**src/source/psum_pkg.sv**
```systemverilog
// Partial-sum bank package: widths, word types, pass config and bank states
package psum_pkg;

  // ==================================================
  // Widths
  // ==================================================
  localparam int PSUM_W = 32;
  localparam int LANES  = 4;
  localparam int CH_W   = 2;
  localparam int WORD_W = 4;
  localparam int LANE_W = 2;

  // ==================================================
  // Vector types
  // ==================================================
  // One signed partial sum
  typedef logic signed [PSUM_W-1:0] psum_t;

  // One RAM word, lane 0 in the low bits
  typedef logic [LANES*PSUM_W-1:0] psum_word_t;

  // Channel index over word index
  typedef logic [CH_W+WORD_W-1:0] bank_addr_t;

  typedef logic [CH_W-1:0]   ch_idx_t;
  typedef logic [WORD_W-1:0] word_idx_t;
  typedef logic [LANE_W-1:0] lane_idx_t;

  // Extra bit so a full region count fits
  typedef logic [WORD_W:0] beat_cnt_t;

  // ==================================================
  // Structs and states
  // ==================================================
  typedef struct packed {
    logic first_pass;
    logic last_pass;
  } pass_cfg_t;

  typedef struct packed {
    ch_idx_t   ch;
    word_idx_t word;
    lane_idx_t lane;
  } pool_addr_t;

  typedef enum logic [1:0] {
    IDLE,
    ACCUM,
    FLUSH,
    POOL
  } bank_state_e;

  // RAM address of a word inside a channel region
  function automatic bank_addr_t bank_addr(ch_idx_t ch, word_idx_t word);
    return {ch, word};
  endfunction

endpackage

```
**src/source/psum_ctrl.sv**
```systemverilog
// Pass state machine of the partial-sum bank and its pool read port
`timescale 1ns/1ps

module psum_ctrl #(
  parameter int NUM_CH = 3,
  parameter int DEPTH  = 16
) (
  input  logic                  clk,
  input  logic                  rst_n,
  input  logic                  start_i,
  input  psum_pkg::pass_cfg_t   cfg_i,
  input  logic                  accum_done_i,
  input  logic                  pool_req_i,
  input  psum_pkg::pool_addr_t  pool_addr_i,
  input  logic                  pool_fnh_i,
  output psum_pkg::psum_t       pool_data_o,
  output logic                  pool_val_o,
  output logic                  ram_ren_o,
  output psum_pkg::bank_addr_t  ram_raddr_o,
  input  psum_pkg::psum_word_t  ram_rdata_i,
  output psum_pkg::bank_state_e state_o,
  output psum_pkg::pass_cfg_t   cfg_o,
  output logic                  idle_o
);
  import psum_pkg::*;

  bank_state_e state_q;
  bank_state_e state_d;
  pass_cfg_t   cfg_q;
  logic        in_range;
  lane_idx_t   lane_q;

  // ==================================================
  // Pass FSM
  // ==================================================
  always_comb begin
    state_d = state_q;
    case (state_q)
      IDLE: begin
        if (start_i) begin
          state_d = ACCUM;
        end
      end
      ACCUM: begin
        if (accum_done_i) begin
          state_d = FLUSH;
        end
      end
      // Last pass hands the sums to the pooling unit
      FLUSH: begin
        state_d = cfg_q.last_pass ? POOL : IDLE;
      end
      POOL: begin
        if (pool_fnh_i) begin
          state_d = IDLE;
        end
      end
      default: begin
        state_d = IDLE;
      end
    endcase
  end

  always_ff @(posedge clk or negedge rst_n) begin
    if (!rst_n) begin
      state_q <= IDLE;
      cfg_q   <= '0;
    end else begin
      state_q <= state_d;
      if (state_q == IDLE && start_i) begin
        cfg_q <= cfg_i;
      end
    end
  end

  assign state_o = state_q;
  assign cfg_o   = cfg_q;
  assign idle_o  = (state_q == IDLE);

  // ==================================================
  // Pool read port
  // ==================================================
  // Requests beyond the populated regions are dropped
  assign in_range = (int'(pool_addr_i.ch) < NUM_CH) && (int'(pool_addr_i.word) < DEPTH);

  assign ram_ren_o   = (state_q == POOL) && pool_req_i && in_range;
  assign ram_raddr_o = bank_addr(pool_addr_i.ch, pool_addr_i.word);

  always_ff @(posedge clk or negedge rst_n) begin
    if (!rst_n) begin
      pool_val_o <= 1'b0;
    end else begin
      pool_val_o <= ram_ren_o;
    end
  end

  // Lane follows the word out of the RAM
  always_ff @(posedge clk) begin
    if (ram_ren_o) begin
      lane_q <= pool_addr_i.lane;
    end
  end

  assign pool_data_o = ram_rdata_i[lane_q*PSUM_W +: PSUM_W];

endmodule

```
**config.mk**
```make
export PLATFORM = sky130hd
export DESIGN_NAME = psum_ctrl
export DESIGN_NICKNAME = d
export VERILOG_FILES = /design/src/source/psum_pkg.sv /design/src/source/psum_ctrl.sv
export SDC_FILE = /design/constraint.sdc
export NUM_CORES = 1
export LEC_CHECK = 0
export ABC_CLOCK_PERIOD_IN_PS = 1700
export BUFFER_PORTS_ARGS = -buffer_cell sky130_fd_sc_hd__buf_2
export CORE_MARGIN = 10
export CORE_UTILIZATION = 28
export CTS_CLUSTER_SIZE = 12
export DETAILED_ROUTE_END_ITERATION = 10
export GPL_TIMING_DRIVEN = 0
export PLACE_DENSITY = 0.81
export SLEW_MARGIN = 5
export SYNTH_ARGS = -nofsm -noshare
export SYNTH_HDL_FRONTEND = slang
export SYNTH_SLANG_ARGS = --single-unit
```
**constraint.sdc**
```tcl
create_clock -name clk -period 1.7 [get_ports clk]
set_clock_uncertainty 0.15 [all_clocks]
set_input_delay 0.255 -clock clk [delete_from_list [all_inputs] [get_ports clk]]
set_output_delay 0.255 -clock clk [all_outputs]
set_load 0.05 [all_outputs]
```
Word-level counts from Yosys, hierarchy flattened
Cells that the tools add are included.
{"block": "totals", "output_inout_bits": 45, "reg_bits": 7, "in_bits": 144, "word_cells": 23}
{"block": "op_classes", "muxes": 5, "magnitude_cmp": 1, "n_shift": 1, "n_reduce_logical": 5, "n_eq_ne": 6}
{"cell": "$shiftx A128 B8 Y32", "n": 1}
{"cell": "$mux W2", "n": 4}
{"cell": "$pmux W2 S4", "n": 1}
{"cell": "$ne A2 B2 Y1 const B", "n": 3}
{"cell": "$eq A2 B2 Y1 const B", "n": 2}
{"cell": "$logic_and A1 B1 Y1", "n": 3}
{"cell": "$reduce_and A3 Y1", "n": 1}
{"cell": "$eq A2 B1 Y1 const B", "n": 1}
{"cell": "$logic_not A2 Y1", "n": 1}
{"cell": "$lt A2 B2 Y1 const B", "n": 1}

Longest topological paths before layout
Gate-level depths: netlist of the first run.
{"block": "logic_depth", "word_depth": 3, "mapped_depth": 3, "mapped_depth_nobuf": 2}

Least setup slack after synthesis of the first run
Ideal clock, no wire load.
{"block": "synth_path", "path_type": "register -> register", "from": "reg state_q[0] (netlist: state_o[0])", "to": "reg lane_q[0] (enable)", "period_less_slack_ns": 2.301, "slack_ns": -0.601, "required_time_ns": 1.153, "n_path_buf": 0, "path_stages_with_launch": 3, "arrival_time_ns": 1.753, "cell_sequence": "dfrtp_1 nand3_1 a21oi_1"}
{"block": "synth_via", "elab_chain_cells": 3}
{"element": "start: declaration", "line": "psum_ctrl.sv:27", "source": "bank_state_e state_q;"}
{"element": "start signal: assignment", "line": "psum_ctrl.sv:69", "source": "state_q <= state_d;"}
{"element": "$eq A2 B2 Y1", "line": "psum_ctrl.sv:86", "source": "assign ram_ren_o = (state_q == POOL) && pool_req_i && in_range;"}
{"element": "$logic_and A1 B1 Y1 (2 in a row)", "line": "psum_ctrl.sv:86"}
{"element": "via ram_ren_o", "line": "psum_ctrl.sv:18", "source": "output logic ram_ren_o,"}
{"element": "end signal: assignment", "line": "psum_ctrl.sv:100", "source": "lane_q <= pool_addr_i.lane;"}
{"element": "end: declaration", "line": "psum_ctrl.sv:31", "source": "lane_idx_t lane_q;"}
The timed path passes the listed nets, and every way through them passes these cells.
A chain may end at the register's enable or synchronous reset.

Final worst setup path of the first run
{"block": "layout_path", "from": "reg lane_q[0]", "to": "out pool_data_o[5]"}
{"block": "layout_via", "elab_chain_cells": 1}
{"element": "$shiftx A128 B8 Y32", "line": "psum_ctrl.sv:104", "source": "assign pool_data_o = ram_rdata_i[lane_q*PSUM_W +: PSUM_W];"}
{"element": "end: declaration", "line": "psum_ctrl.sv:16", "source": "output psum_pkg::psum_t pool_data_o,"}
Every way passes these cells.

==> results of run 1 <==
-- kinds of logic (layout without fill, tap and decap cells) --
| family | count (synthesis) | in the layout | share of synthesized area |
|---|---|---|---|
| buf+inv | 15 | 206 | 0.121 |
| flops | 7 | 7 | 0.162 |
| mux | 35 | 35 | 0.675 |
| simple gates | 6 | 6 | 0.0306 |
| compound gates | 2 | 2 | 0.0120 |
-- metal layers --
| layer | vias to the layer above | track usage | wire length [um] | part of all wire |
|---|---|---|---|---|
| li1 | 675 | - | - | - |
| met1 | 739 | 0.186 | 2340 | 0.32 |
| met4 | 0 | 0.0411 | 58 | 0.0080 |
| met3 | 6 | 0.0615 | 632 | 0.087 |
| met2 | 102 | 0.378 | 4200 | 0.58 |
| met5 | - | 0 | 0 | 0 |
-- cell type report --
cell class,count,area share
multi-input combinational,43,0.343
inverter,2,0.00312
tap,50,0.0260
clock buffer,4,0.0187
sequential,7,0.0779
timing repair buffer,187,0.477
buffer,13,0.0545
-- layout by cell type, fill, tap and decap left out --
cell type and instances:
clkbuf_8 3, a31o_2 1, a21oi_4 1, nand3_1 1
nor2_1 1, buf_6 33, dfrtp_1 3, mux4_2 33
buf_12 3, nand2_1 1, edfxtp_1 2, dfrtp_2 2
mux2_2 2, nor3b_1 1, buf_4 9, clkbuf_1 1
dlygate4sd3_1 1, inv_1 2, and3b_1 1, or2_2 1
buf_2 154
-- stage by stage --
step           hold WS, ns  instance area, sq um
4_1_cts             0.0526                  2410
2_1_floorplan       -0.191                  1160
5_1_grt             0.0524                  2410
3_3_place_gp       -0.0766                  2140
6_report            0.0578                  2410
3_5_place_dp       -0.0677                  2140
-- critical path: stages (launching register included) --
cell	delay (ns)
edfxtp_1	0.33
buf_6	0.14
buf_12	0.15
mux4_2	0.53
buf_6	0.17
-- registers in the layout, indices dropped and copies added, names as in the netlist --
name,cells
cfg_o,2
lane_q,2
state_o,2
pool_val_o,1
-- power by group --
part	leakage [uW]	internal, uW	switching, uW
Combinational	0.00113	629	918
Sequential	0.0000775	236	69.8
Clock	0.0000228	162	69.6
Total	0.00123	1030	1060
-- worst max path at each step --
| stage | startpoint | to | slack (ns) | depth (start not counted) |
|---|---|---|---|---|
| 2_1_floorplan | lane_q[0]$_DFFE_PP_ | pool_data_o[0] | 0.04 | 2 |
| 3_3_place_gp | lane_q[0]$_DFFE_PP_ | pool_data_o[3] | -0.05 | 4 |
| 3_5_place_dp | lane_q[0]$_DFFE_PP_ | pool_data_o[3] | -0.08 | 4 |
| 4_1_cts | lane_q[0]$_DFFE_PP_ | pool_data_o[18] | -0.27 | 4 |
| 5_1_grt | lane_q[0]$_DFFE_PP_ | pool_data_o[27] | -0.32 | 4 |
| 6_report | lane_q[0]$_DFFE_PP_ | pool_data_o[5] | -0.26 | 4 |
-- timing repair --
item | CTS | global route
hold endpoints to repair | 5 | 0
hold buffers | 1 | 0
resized for setup | 66 | 2
setup buffers | 2 | 0
endpoints found under the setup margin | 32 | 33
==> metrics.csv, run 1 <==
stage,metric,value,unit
outcome,status,"complete, but fails checks",
outcome,failing checks,negative setup slack,
global_routing,initial antenna violation count,0,
yosys,Synth Flop Type,dfrtp_1,
cts,root buffer cell,clkbuf_8,
cts,TritonCTS Buffers,3,
placed_design,pre-CTS WS,-0.0810,ns
route,Routed WL per cell,23.6,um
global_routing,total gr overflow,0,
sta,RSZ-0062 raised after global routing,true,
sta,crit share post-route,1.15,
global_routing,largest net degree at the start of global routing,11,
cts,Clock Path Buffers,2,
hold_path,hold path depth,1,
sta,Max Fclk,510,MHz
yosys,Synth top cells by count,"mux4_2, buf_4, dfrtp_1, buf_12, buf_2",
sta,Final TNS setup,-7.64,ns
setup_path,Required @ worst endpoint,1.29,ns
route,via count,1522,
yosys,"EDFF count, synth",2,
yosys,cell taking the most area after synthesis,mux4_2,
hold_path,Hold Path End,lane_q[0]$_DFFE_PP_,
power_and_ir_drop,worst vdd ir,0.826,mV
yosys,syn avg cell area,17.6,sq um
cts,clk sinks,7,
yosys,asr flop ratio synth,0.714,
finish,multi-input logic area,826,sq um
finish,layout cells sized above 1,0.945,
setup_path,Crit Path Max Fanout,10,
floorplan,Die Area,0.00705,sq mm
yosys,number of synthesized register bits,7,
job,Max Cap Violations,0,
setup_path,r2r worst-path depth,2,
power_and_ir_drop,Pleak,0.00123,uW
cts,TritonCTS clock tree,done,
yosys,share of the synthesized area in the top cell type,0.609,
finish,Area Growth Syn to Fin,110,%
setup_path,reg2reg start,state_o[1]$_DFFE_PN0P_,
cts,Worst-Skew Late Latency,0.23,ns
placed_design,routability congestion estimate,0.804,
setup_path,"reg-to-reg slack, setup",0.27,ns
setup_path,Critical Path End Type,primary output,
sta,max-slew violations,0,
sta,Final min period,1.96,ns
cts,clock-pin slew on the worst setup and hold paths,0.04,ns
floorplan,Core ar.,0.00397,sq mm
yosys,Synth cell types,18,
hold_path,hold_sp,pool_addr_i[0],
floorplan,# IOs,189,
sta,Worst Max-Slew Pin Slew,0.342,ns
finish,# nets final,401,
global_routing,first-pass GRT wire length,10700,um
finish,fill count,325,
finish,n_diodes,0,
placed_design,Final HPWL DP,6330,um
yosys,sequential share of the synthesized area,0.162,
finish,register area,188,sq um
route,DRT antenna net count,0,
cts,H-tree levels,1,
finish,Final Core Density,0.606,
yosys,post-synth net total,209,
sta,Fin. Hold Viols,0,
placed_design,IO Port Bufs,184,
setup_path,reg2reg end,cfg_o[0]$_DFFE_PN0P_,
sta,slew margin rel.,0.771,
route,Avg Vias per Cell,4.97,
yosys,most numerous cell in the Yosys netlist,mux4_2,
power_and_ir_drop,PD cells,865,mW/mm^2
route,drt pass-1 iters,4,
route,drt drc,0,
route,Detailed Route WL,7220,um
setup_path,critical path startpoint category,flip-flop,
floorplan,Die Y,84.0,um
power_and_ir_drop,"Power, Total",2080,uW
yosys,Synth Warn #,0,
floorplan,DIE WIDTH,84.0,um
setup_path,crit path kind,flip-flop to primary output,
yosys,gate count of the mapped netlist,65,
global_routing,total track usage,0.192,
finish,Final Instance Count excl. Fillers,306,
sta,Final Setup Violations,32,
floorplan,Initial Utilization,0.289,
setup_path,"Arr. time, crit path",1.56,ns
global_routing,vias in the first global route,1802,
yosys,Area contributors post-synth,"mux4_2, dfrtp_1, buf_12",
sta,worst setup margin,-0.262,ns
yosys,mapped cell area,0.00115,sq mm
placed_design,dpl cells,299,
hold_path,worst hold path class,input port to flip-flop,
floorplan,# rows,23,
route,DRT iter0 DRCs,41,
Power figures use the tool's default switching activity.
==> inputs of run 2 (changes only) <==
--- a/config.mk
+++ b/config.mk
@@ -7,12 +7,12 @@
 export LEC_CHECK = 0
 export ABC_CLOCK_PERIOD_IN_PS = 1700
 export BUFFER_PORTS_ARGS = -buffer_cell sky130_fd_sc_hd__buf_2
-export CORE_MARGIN = 10
-export CORE_UTILIZATION = 28
+export CORE_AREA = 2 2 73 75
 export CTS_CLUSTER_SIZE = 12
 export DETAILED_ROUTE_END_ITERATION = 10
+export DIE_AREA = 0 0 75 77
 export GPL_TIMING_DRIVEN = 0
-export PLACE_DENSITY = 0.81
+export PLACE_DENSITY = 0.69
 export SLEW_MARGIN = 5
 export SYNTH_ARGS = -nofsm -noshare
 export SYNTH_HDL_FRONTEND = slang
==> run 2 against run 1 <==
The flow still finishes with violations (negative setup slack). Clock power hardly changed. Sequential power increased by 2%. Sequential share of layout area shrank 0.092 points. Largest power group unchanged. Highest routed layer is now met3.
==> metrics.csv, run 2 (same netlist as run 1, synthesis figures left out) <==
stage,metric,value,unit,change
route,DRT antenna net count,0,,unchanged
setup_path,"Arr. time, crit path",1.56,ns,about the same
finish,layout cells sized above 1,0.945,,unchanged
floorplan,# rows,26,,+13%
route,via count,1467,,-3.6%
global_routing,first-pass GRT wire length,7130,um,-34%
route,drt pass-1 iters,3,,-1
cts,Clock Path Buffers,2,,unchanged
route,Avg Vias per Cell,4.50,,-9.5%
sta,Max Fclk,510,MHz,about the same
cts,clk sinks,7,,unchanged
finish,Final Instance Area,0.00244,sq mm,+1.2%
finish,most frequent cells in the layout,"buf_2, buf_6, mux4_2, buf_4",,
setup_path,critical path cell sequence,buf_6 > buf_12 > mux4_2 > buf_6,,
sta,max-slew violations,0,,unchanged
setup_path,Critical Path End Type,primary output,,
floorplan,# IOs,189,,unchanged
cts,TritonCTS clock tree,done,,
setup_path,cell family with most CP delay,multiplexers,,
outcome,failing checks,negative setup slack,,
sta,crit share post-route,1.15,,about the same
cts,TritonCTS Buffers,3,,unchanged
sta,Worst Max-Slew Pin Slew,0.287,ns,-0.0549 ns
setup_path,Worst path slowest cell,mux4_2,,
cts,H-tree levels,1,,unchanged
sta,RSZ-0062 raised after global routing,true,,
route,Detailed Route WL,4770,um,-34%
setup_path,Required @ worst endpoint,1.29,ns,about the same
global_routing,total track usage,0.158,,-0.0340
global_routing,vias in the first global route,1606,,-11%
placed_design,IO Port Bufs,184,,unchanged
finish,# nets final,401,,unchanged
cts,Worst-Skew Late Latency,0.22,ns,about the same
power_and_ir_drop,Pleak,0.00124,uW,about the same
finish,"commonest non-fill, non-tap cell in the layout",buf_2,,
global_routing,largest net degree at the start of global routing,11,,unchanged
route,Routed WL per cell,14.6,um,-38%
placed_design,dpl cell area,0.00217,sq mm,+1.2%
floorplan,DIE WIDTH,75,um,-11%
setup_path,"Top cell by count, worst path",buf_6,,
route,DRT iter0 DRCs,15,,-63%
sta,Final Setup Violations,32,,unchanged
finish,Final Core Density,0.490,,-0.117
job,Max Cap Violations,0,,unchanged
cts,root buffer cell,clkbuf_8,,
finish,Area Growth Syn to Fin,113,%,
floorplan,Die Y,77,um,-8.3%
finish,n_diodes,0,,unchanged
power_and_ir_drop,worst vdd ir,0.976,mV,+18%
floorplan,Die Area,0.00578,sq mm,-18%
setup_path,CP Buf/Inv Count,3,,unchanged
outcome,status,"complete, but fails checks",,
cts,clock-pin slew on the worst setup and hold paths,0.04,ns,about the same
floorplan,Core ar.,0.00498,sq mm,+25%
setup_path,critical path startpoint category,flip-flop,,
setup_path,CP peak stage delay,0.53,ns,about the same
hold_path,worst hold path class,input port to flip-flop,,
route,drt drc,0,,unchanged
sta,Fin. Hold Viols,0,,unchanged
setup_path,Crit Path Max Fanout,10,,unchanged
global_routing,initial antenna violation count,0,,unchanged
finish,fill count,453,,+39%
placed_design,routability congestion estimate,0.736,,-8.5%
floorplan,Initial Utilization,0.230,,-0.0583
setup_path,crit path kind,flip-flop to primary output,,
sta,slew margin rel.,0.808,,+0.0367
power_and_ir_drop,PD cells,846,mW/mm^2,-2.3%
global_routing,total gr overflow,0,,unchanged
sta,Final min period,1.96,ns,+0.000545 ns
sta,worst setup margin,-0.262,ns,-0.000545 ns
## run 2: cell counts in the layout (fill, tap and decap cells not counted)
No cell type changed its count.
## run 2: path summary, 6_finish.rpt
| path | startpoint | end | slack, ns | cells after the start |
|---|---|---|---|---|
| max in group asynchronous | rst_n | state_o[1]$_DFFE_PN0P_ | 1.02 | 2 |
| min in group asynchronous | rst_n | state_o[0]$_DFFE_PN0P_ | 0.24 | 2 |
| worst max-delay path | lane_q[0]$_DFFE_PP_ | pool_data_o[15] | -0.26 | 4 |
| worst min register to register | cfg_o[1]$_DFFE_PN0P_ | cfg_o[1]$_DFFE_PN0P_ | 0.37 | 1 |
| worst max register to register | state_o[0]$_DFFE_PN0P_ | cfg_o[0]$_DFFE_PN0P_ | 0.30 | 2 |
| worst min-delay path | pool_addr_i[1] | lane_q[1]$_DFFE_PP_ | 0.06 | 1 |
## run 2: worst register-to-register path, stage by stage (launching register included)
cell     delay, ns
dfrtp_2       0.46
nor3b_1       0.29
mux2_2        0.38
## run 2: routing by layer
layer	GRT usage	part of all wire	vias up
li1	-	-	672
met5	0	0	-
met4	0.0161	0	0
met2	0.321	0.58	108
met1	0.157	0.31	687
met3	0.0381	0.11	0
## run 2: final cells by class
| cell class | count | area (sq um) | area share |
|---|---|---|---|
| buffer | 13 | 131 | 0.0539 |
| clock buffer | 4 | 45.0 | 0.0185 |
| inverter | 2 | 7.51 | 0.00308 |
| multi-input combinational | 43 | 826 | 0.339 |
| sequential | 7 | 188 | 0.0770 |
| tap | 70 | 87.6 | 0.0359 |
| timing repair buffer | 187 | 1150 | 0.473 |
## run 2: power breakdown
part	internal (uW)	switching [uW]	leakage, uW
combinational	630	891	0.00113
clock	162	66.8	0.0000228
sequential	236	75.8	0.0000775
total	1030	1030	0.00124
## run 2: timing repair
item                                    4_1_cts  5_1_grt
resized for setup                            65        4
hold buffers                                  1        0
setup buffers                                 1        1
endpoints found under the hold margin         5        0
endpoints found under the setup margin       32       33
## run 2: metrics by stage
step | power (uW) | cells | setup slack, ns | hold WS (ns) | setup TNS (ns)
final | 2060 | 326 | -0.262 | 0.0572 | -7.39
after global routing | 2170 | 326 | -0.338 | 0.0476 | -10.11
after CTS | 2070 | 325 | -0.280 | 0.0528 | -7.99
after detailed placement | 1680 | 319 | -0.0845 | -0.0768 | -1.68
after global placement | 1660 | 319 | -0.0687 | -0.0767 | -1.44
after floorplan | 1300 | 65 | 0.0361 | -0.191 | 0
==> inputs of run 3 (changes only) <==
--- a/config.mk
+++ b/config.mk
@@ -8,6 +8,7 @@
 export ABC_CLOCK_PERIOD_IN_PS = 1700
 export BUFFER_PORTS_ARGS = -buffer_cell sky130_fd_sc_hd__buf_2
 export CORE_AREA = 2 2 73 75
+export CTS_BUF_LIST = sky130_fd_sc_hd__clkbuf_16
 export CTS_CLUSTER_SIZE = 12
 export DETAILED_ROUTE_END_ITERATION = 10
 export DIE_AREA = 0 0 75 77
==> run 3 against run 2 <==
The run still ends with negative setup slack left. Fmax is 0.35% lower. Cell area grew 1.2%. Global-route usage is essentially flat. Hold slack lost 0.0066 ns. First-iteration DRC count fell by 6.7%. Combinational power is essentially flat. Core utilization grew 0.60 points. Final cell count is the same. Largest power group unchanged. Register-to-register slack better by 0.02 ns. Highest routed layer is now met4. Critical endpoint unchanged.
==> metrics.csv, run 3 (same netlist as run 1, synthesis figures left out) <==
stage,metric,value,unit,change
floorplan,DIE WIDTH,75,um,unchanged
placed_design,dpl cell area,0.00217,sq mm,unchanged
power_and_ir_drop,Pleak,0.00125,uW,+1.5%
job,Max Cap Violations,0,,unchanged
power_and_ir_drop,combinational power share,0.684,,-0.054
power_and_ir_drop,Clock Power Share,0.176,,+0.065
floorplan,# IOs,189,,unchanged
setup_path,Required @ worst endpoint,1.29,ns,about the same
floorplan,# rows,26,,unchanged
finish,fill count,450,,-0.66%
cts,root buffer cell,clkbuf_16,,
sta,Max Fclk,508,MHz,-0.35%
cts,Worst-Skew Late Latency,0.23,ns,about the same
hold_path,worst hold path class,input port to flip-flop,,
cts,TritonCTS Buffers,3,,unchanged
finish,most frequent cells in the layout,"buf_2, buf_6, mux4_2, buf_4",,
placed_design,IO Port Bufs,184,,unchanged
setup_path,Critical Path End Type,primary output,,
power_and_ir_drop,PD cells,898,mW/mm^2,+6.2%
global_routing,total track usage,0.157,,-0.000266
global_routing,first-pass GRT wire length,7080,um,-0.77%
cts,H-tree levels,1,,unchanged
finish,Final Instance Area,0.00247,sq mm,+1.2%
floorplan,Initial Utilization,0.230,,unchanged
floorplan,Die Y,77,um,unchanged
finish,Area Growth Syn to Fin,115,%,
power_and_ir_drop,Pint,1170,uW,+14%
finish,layout cells sized above 1,0.945,,unchanged
global_routing,initial antenna violation count,0,,unchanged
sta,Worst Max-Slew Pin Slew,0.287,ns,-0.000454 ns
setup_path,crit path kind,flip-flop to primary output,,
finish,register area,188,sq um,unchanged
cts,Clock Path Buffers,2,,unchanged
sta,crit share post-route,1.16,,+0.00402
global_routing,total gr overflow,0,,unchanged
route,drt pass-1 iters,4,,+1
setup_path,critical path startpoint category,flip-flop,,
finish,"commonest non-fill, non-tap cell in the layout",buf_2,,
route,via count,1470,,+0.20%
placed_design,dpl cells,319,,unchanged
route,Detailed Route WL,4770,um,about the same
sta,Fin Hold WS,0.0506,ns,-0.00659 ns
sta,Final Setup Violations,32,,unchanged
route,DRT antenna net count,0,,unchanged
finish,n_diodes,0,,unchanged
route,DRT iter0 DRCs,14,,-1
setup_path,Crit Path Max Fanout,10,,unchanged
placed_design,routability congestion estimate,0.736,,unchanged
power_and_ir_drop,Net Sw Power,1050,uW,+1.2%
floorplan,Die Area,0.00578,sq mm,unchanged
outcome,failing checks,negative setup slack,,
sta,Final min period,1.97,ns,+0.00684 ns
global_routing,largest net degree at the start of global routing,11,,unchanged
setup_path,"Arr. time, crit path",1.56,ns,about the same
power_and_ir_drop,worst vdd ir,0.848,mV,-13%
route,Avg Vias per Cell,4.51,,+0.20%
floorplan,Core ar.,0.00498,sq mm,unchanged
cts,TritonCTS clock tree,done,,
sta,slew margin rel.,0.808,,about the same
cts,clk sinks,7,,unchanged
sta,worst setup margin,-0.269,ns,-0.00684 ns
sta,max-slew violations,0,,unchanged
power_and_ir_drop,Flop pwr share,0.140,,-0.011
sta,Fin. Hold Viols,0,,unchanged
finish,multi-input logic area,826,sq um,unchanged
finish,Final Instance Count excl. Fillers,326,,unchanged
sta,RSZ-0062 raised after global routing,true,,
cts,clock-pin slew on the worst setup and hold paths,0.04,ns,about the same
route,Routed WL per cell,14.6,um,about the same
outcome,status,"complete, but fails checks",,
placed_design,pre-CTS WS,-0.0845,ns,unchanged
power_and_ir_drop,switch share,0.472,,-0.0292
route,drt drc,0,,unchanged
finish,# nets final,401,,unchanged
global_routing,vias in the first global route,1601,,-0.31%
run 3: cell count changes in the layout (fill, tap and decap cells not counted):
cell       previous run  this run
clkbuf_8              3         0
buf_4                 8         9
inv_1                 2         3
clkbuf_1              1         0
clkbuf_16             0         3
buf_6                34        33
run 3: final timing paths:
kind	start	to	slack [ns]	cells after the start
max	lane_q[0]$_DFFE_PP_	pool_data_o[15]	-0.27	4
min	pool_addr_i[1]	lane_q[1]$_DFFE_PP_	0.05	1
max reg2reg	state_o[0]$_DFFE_PN0P_	cfg_o[0]$_DFFE_PN0P_	0.32	2
min reg2reg	cfg_o[1]$_DFFE_PN0P_	cfg_o[1]$_DFFE_PN0P_	0.36	1
max in group asynchronous	rst_n	state_o[1]$_DFFE_PN0P_	1.02	2
min in group asynchronous	rst_n	state_o[0]$_DFFE_PN0P_	0.24	2
run 3: area by class of cell:
| type | instances | area share |
|---|---|---|
| clock inverter | 1 | 0.00152 |
| timing repair buffer | 187 | 0.466 |
| inverter | 2 | 0.00304 |
| multi-input combinational | 43 | 0.335 |
| clock buffer | 3 | 0.0304 |
| tap | 70 | 0.0355 |
| buffer | 13 | 0.0532 |
| sequential | 7 | 0.0761 |
run 3: metrics by stage:
step / setup TNS [ns] / power (uW) / util
after floorplan: 0 / 1300 / -
after global placement: -1.44 / 1660 / 0.436
after detailed placement: -1.68 / 1680 / 0.436
after CTS: -8.12 / 2230 / 0.494
after global routing: -10.02 / 2320 / 0.496
final: -7.60 / 2220 / 0.496
run 3: power groups by stage:
| stage | combinational [uW] | sequential, uW | clock [uW] |
|---|---|---|---|
| finish | 1510 | 310 | 390 |
| CTS | 1520 | 313 | 395 |
| global route | 1580 | 321 | 411 |
| detailed placement | 1370 | 313 | 0 |
| floorplan | 830 | 472 | 0 |
| global placement | 1350 | 313 | 0 |
run 3: timing repair:
| item | CTS | global route |
|---|---|---|
| setup buffers | 1 | 1 |
| hold buffers | 1 | 0 |
| endpoints found under the hold margin | 5 | 0 |
| setup endpoints to repair | 32 | 33 |
| resized for setup | 65 | 3 |
run 3: critical path, cell delays in order, from the launching register on:
cell and delay, ns:
edfxtp_1 0.33, buf_6 0.14, buf_12 0.15, mux4_2 0.53
buf_6 0.17
run 3: routing by layer:
metal,vias to the layer above,GRT usage,part of all wire
met5,-,0,0
met4,0,0.0214,0.0031
met3,4,0.0420,0.12
met2,109,0.318,0.57
met1,683,0.154,0.31
li1,674,-,-
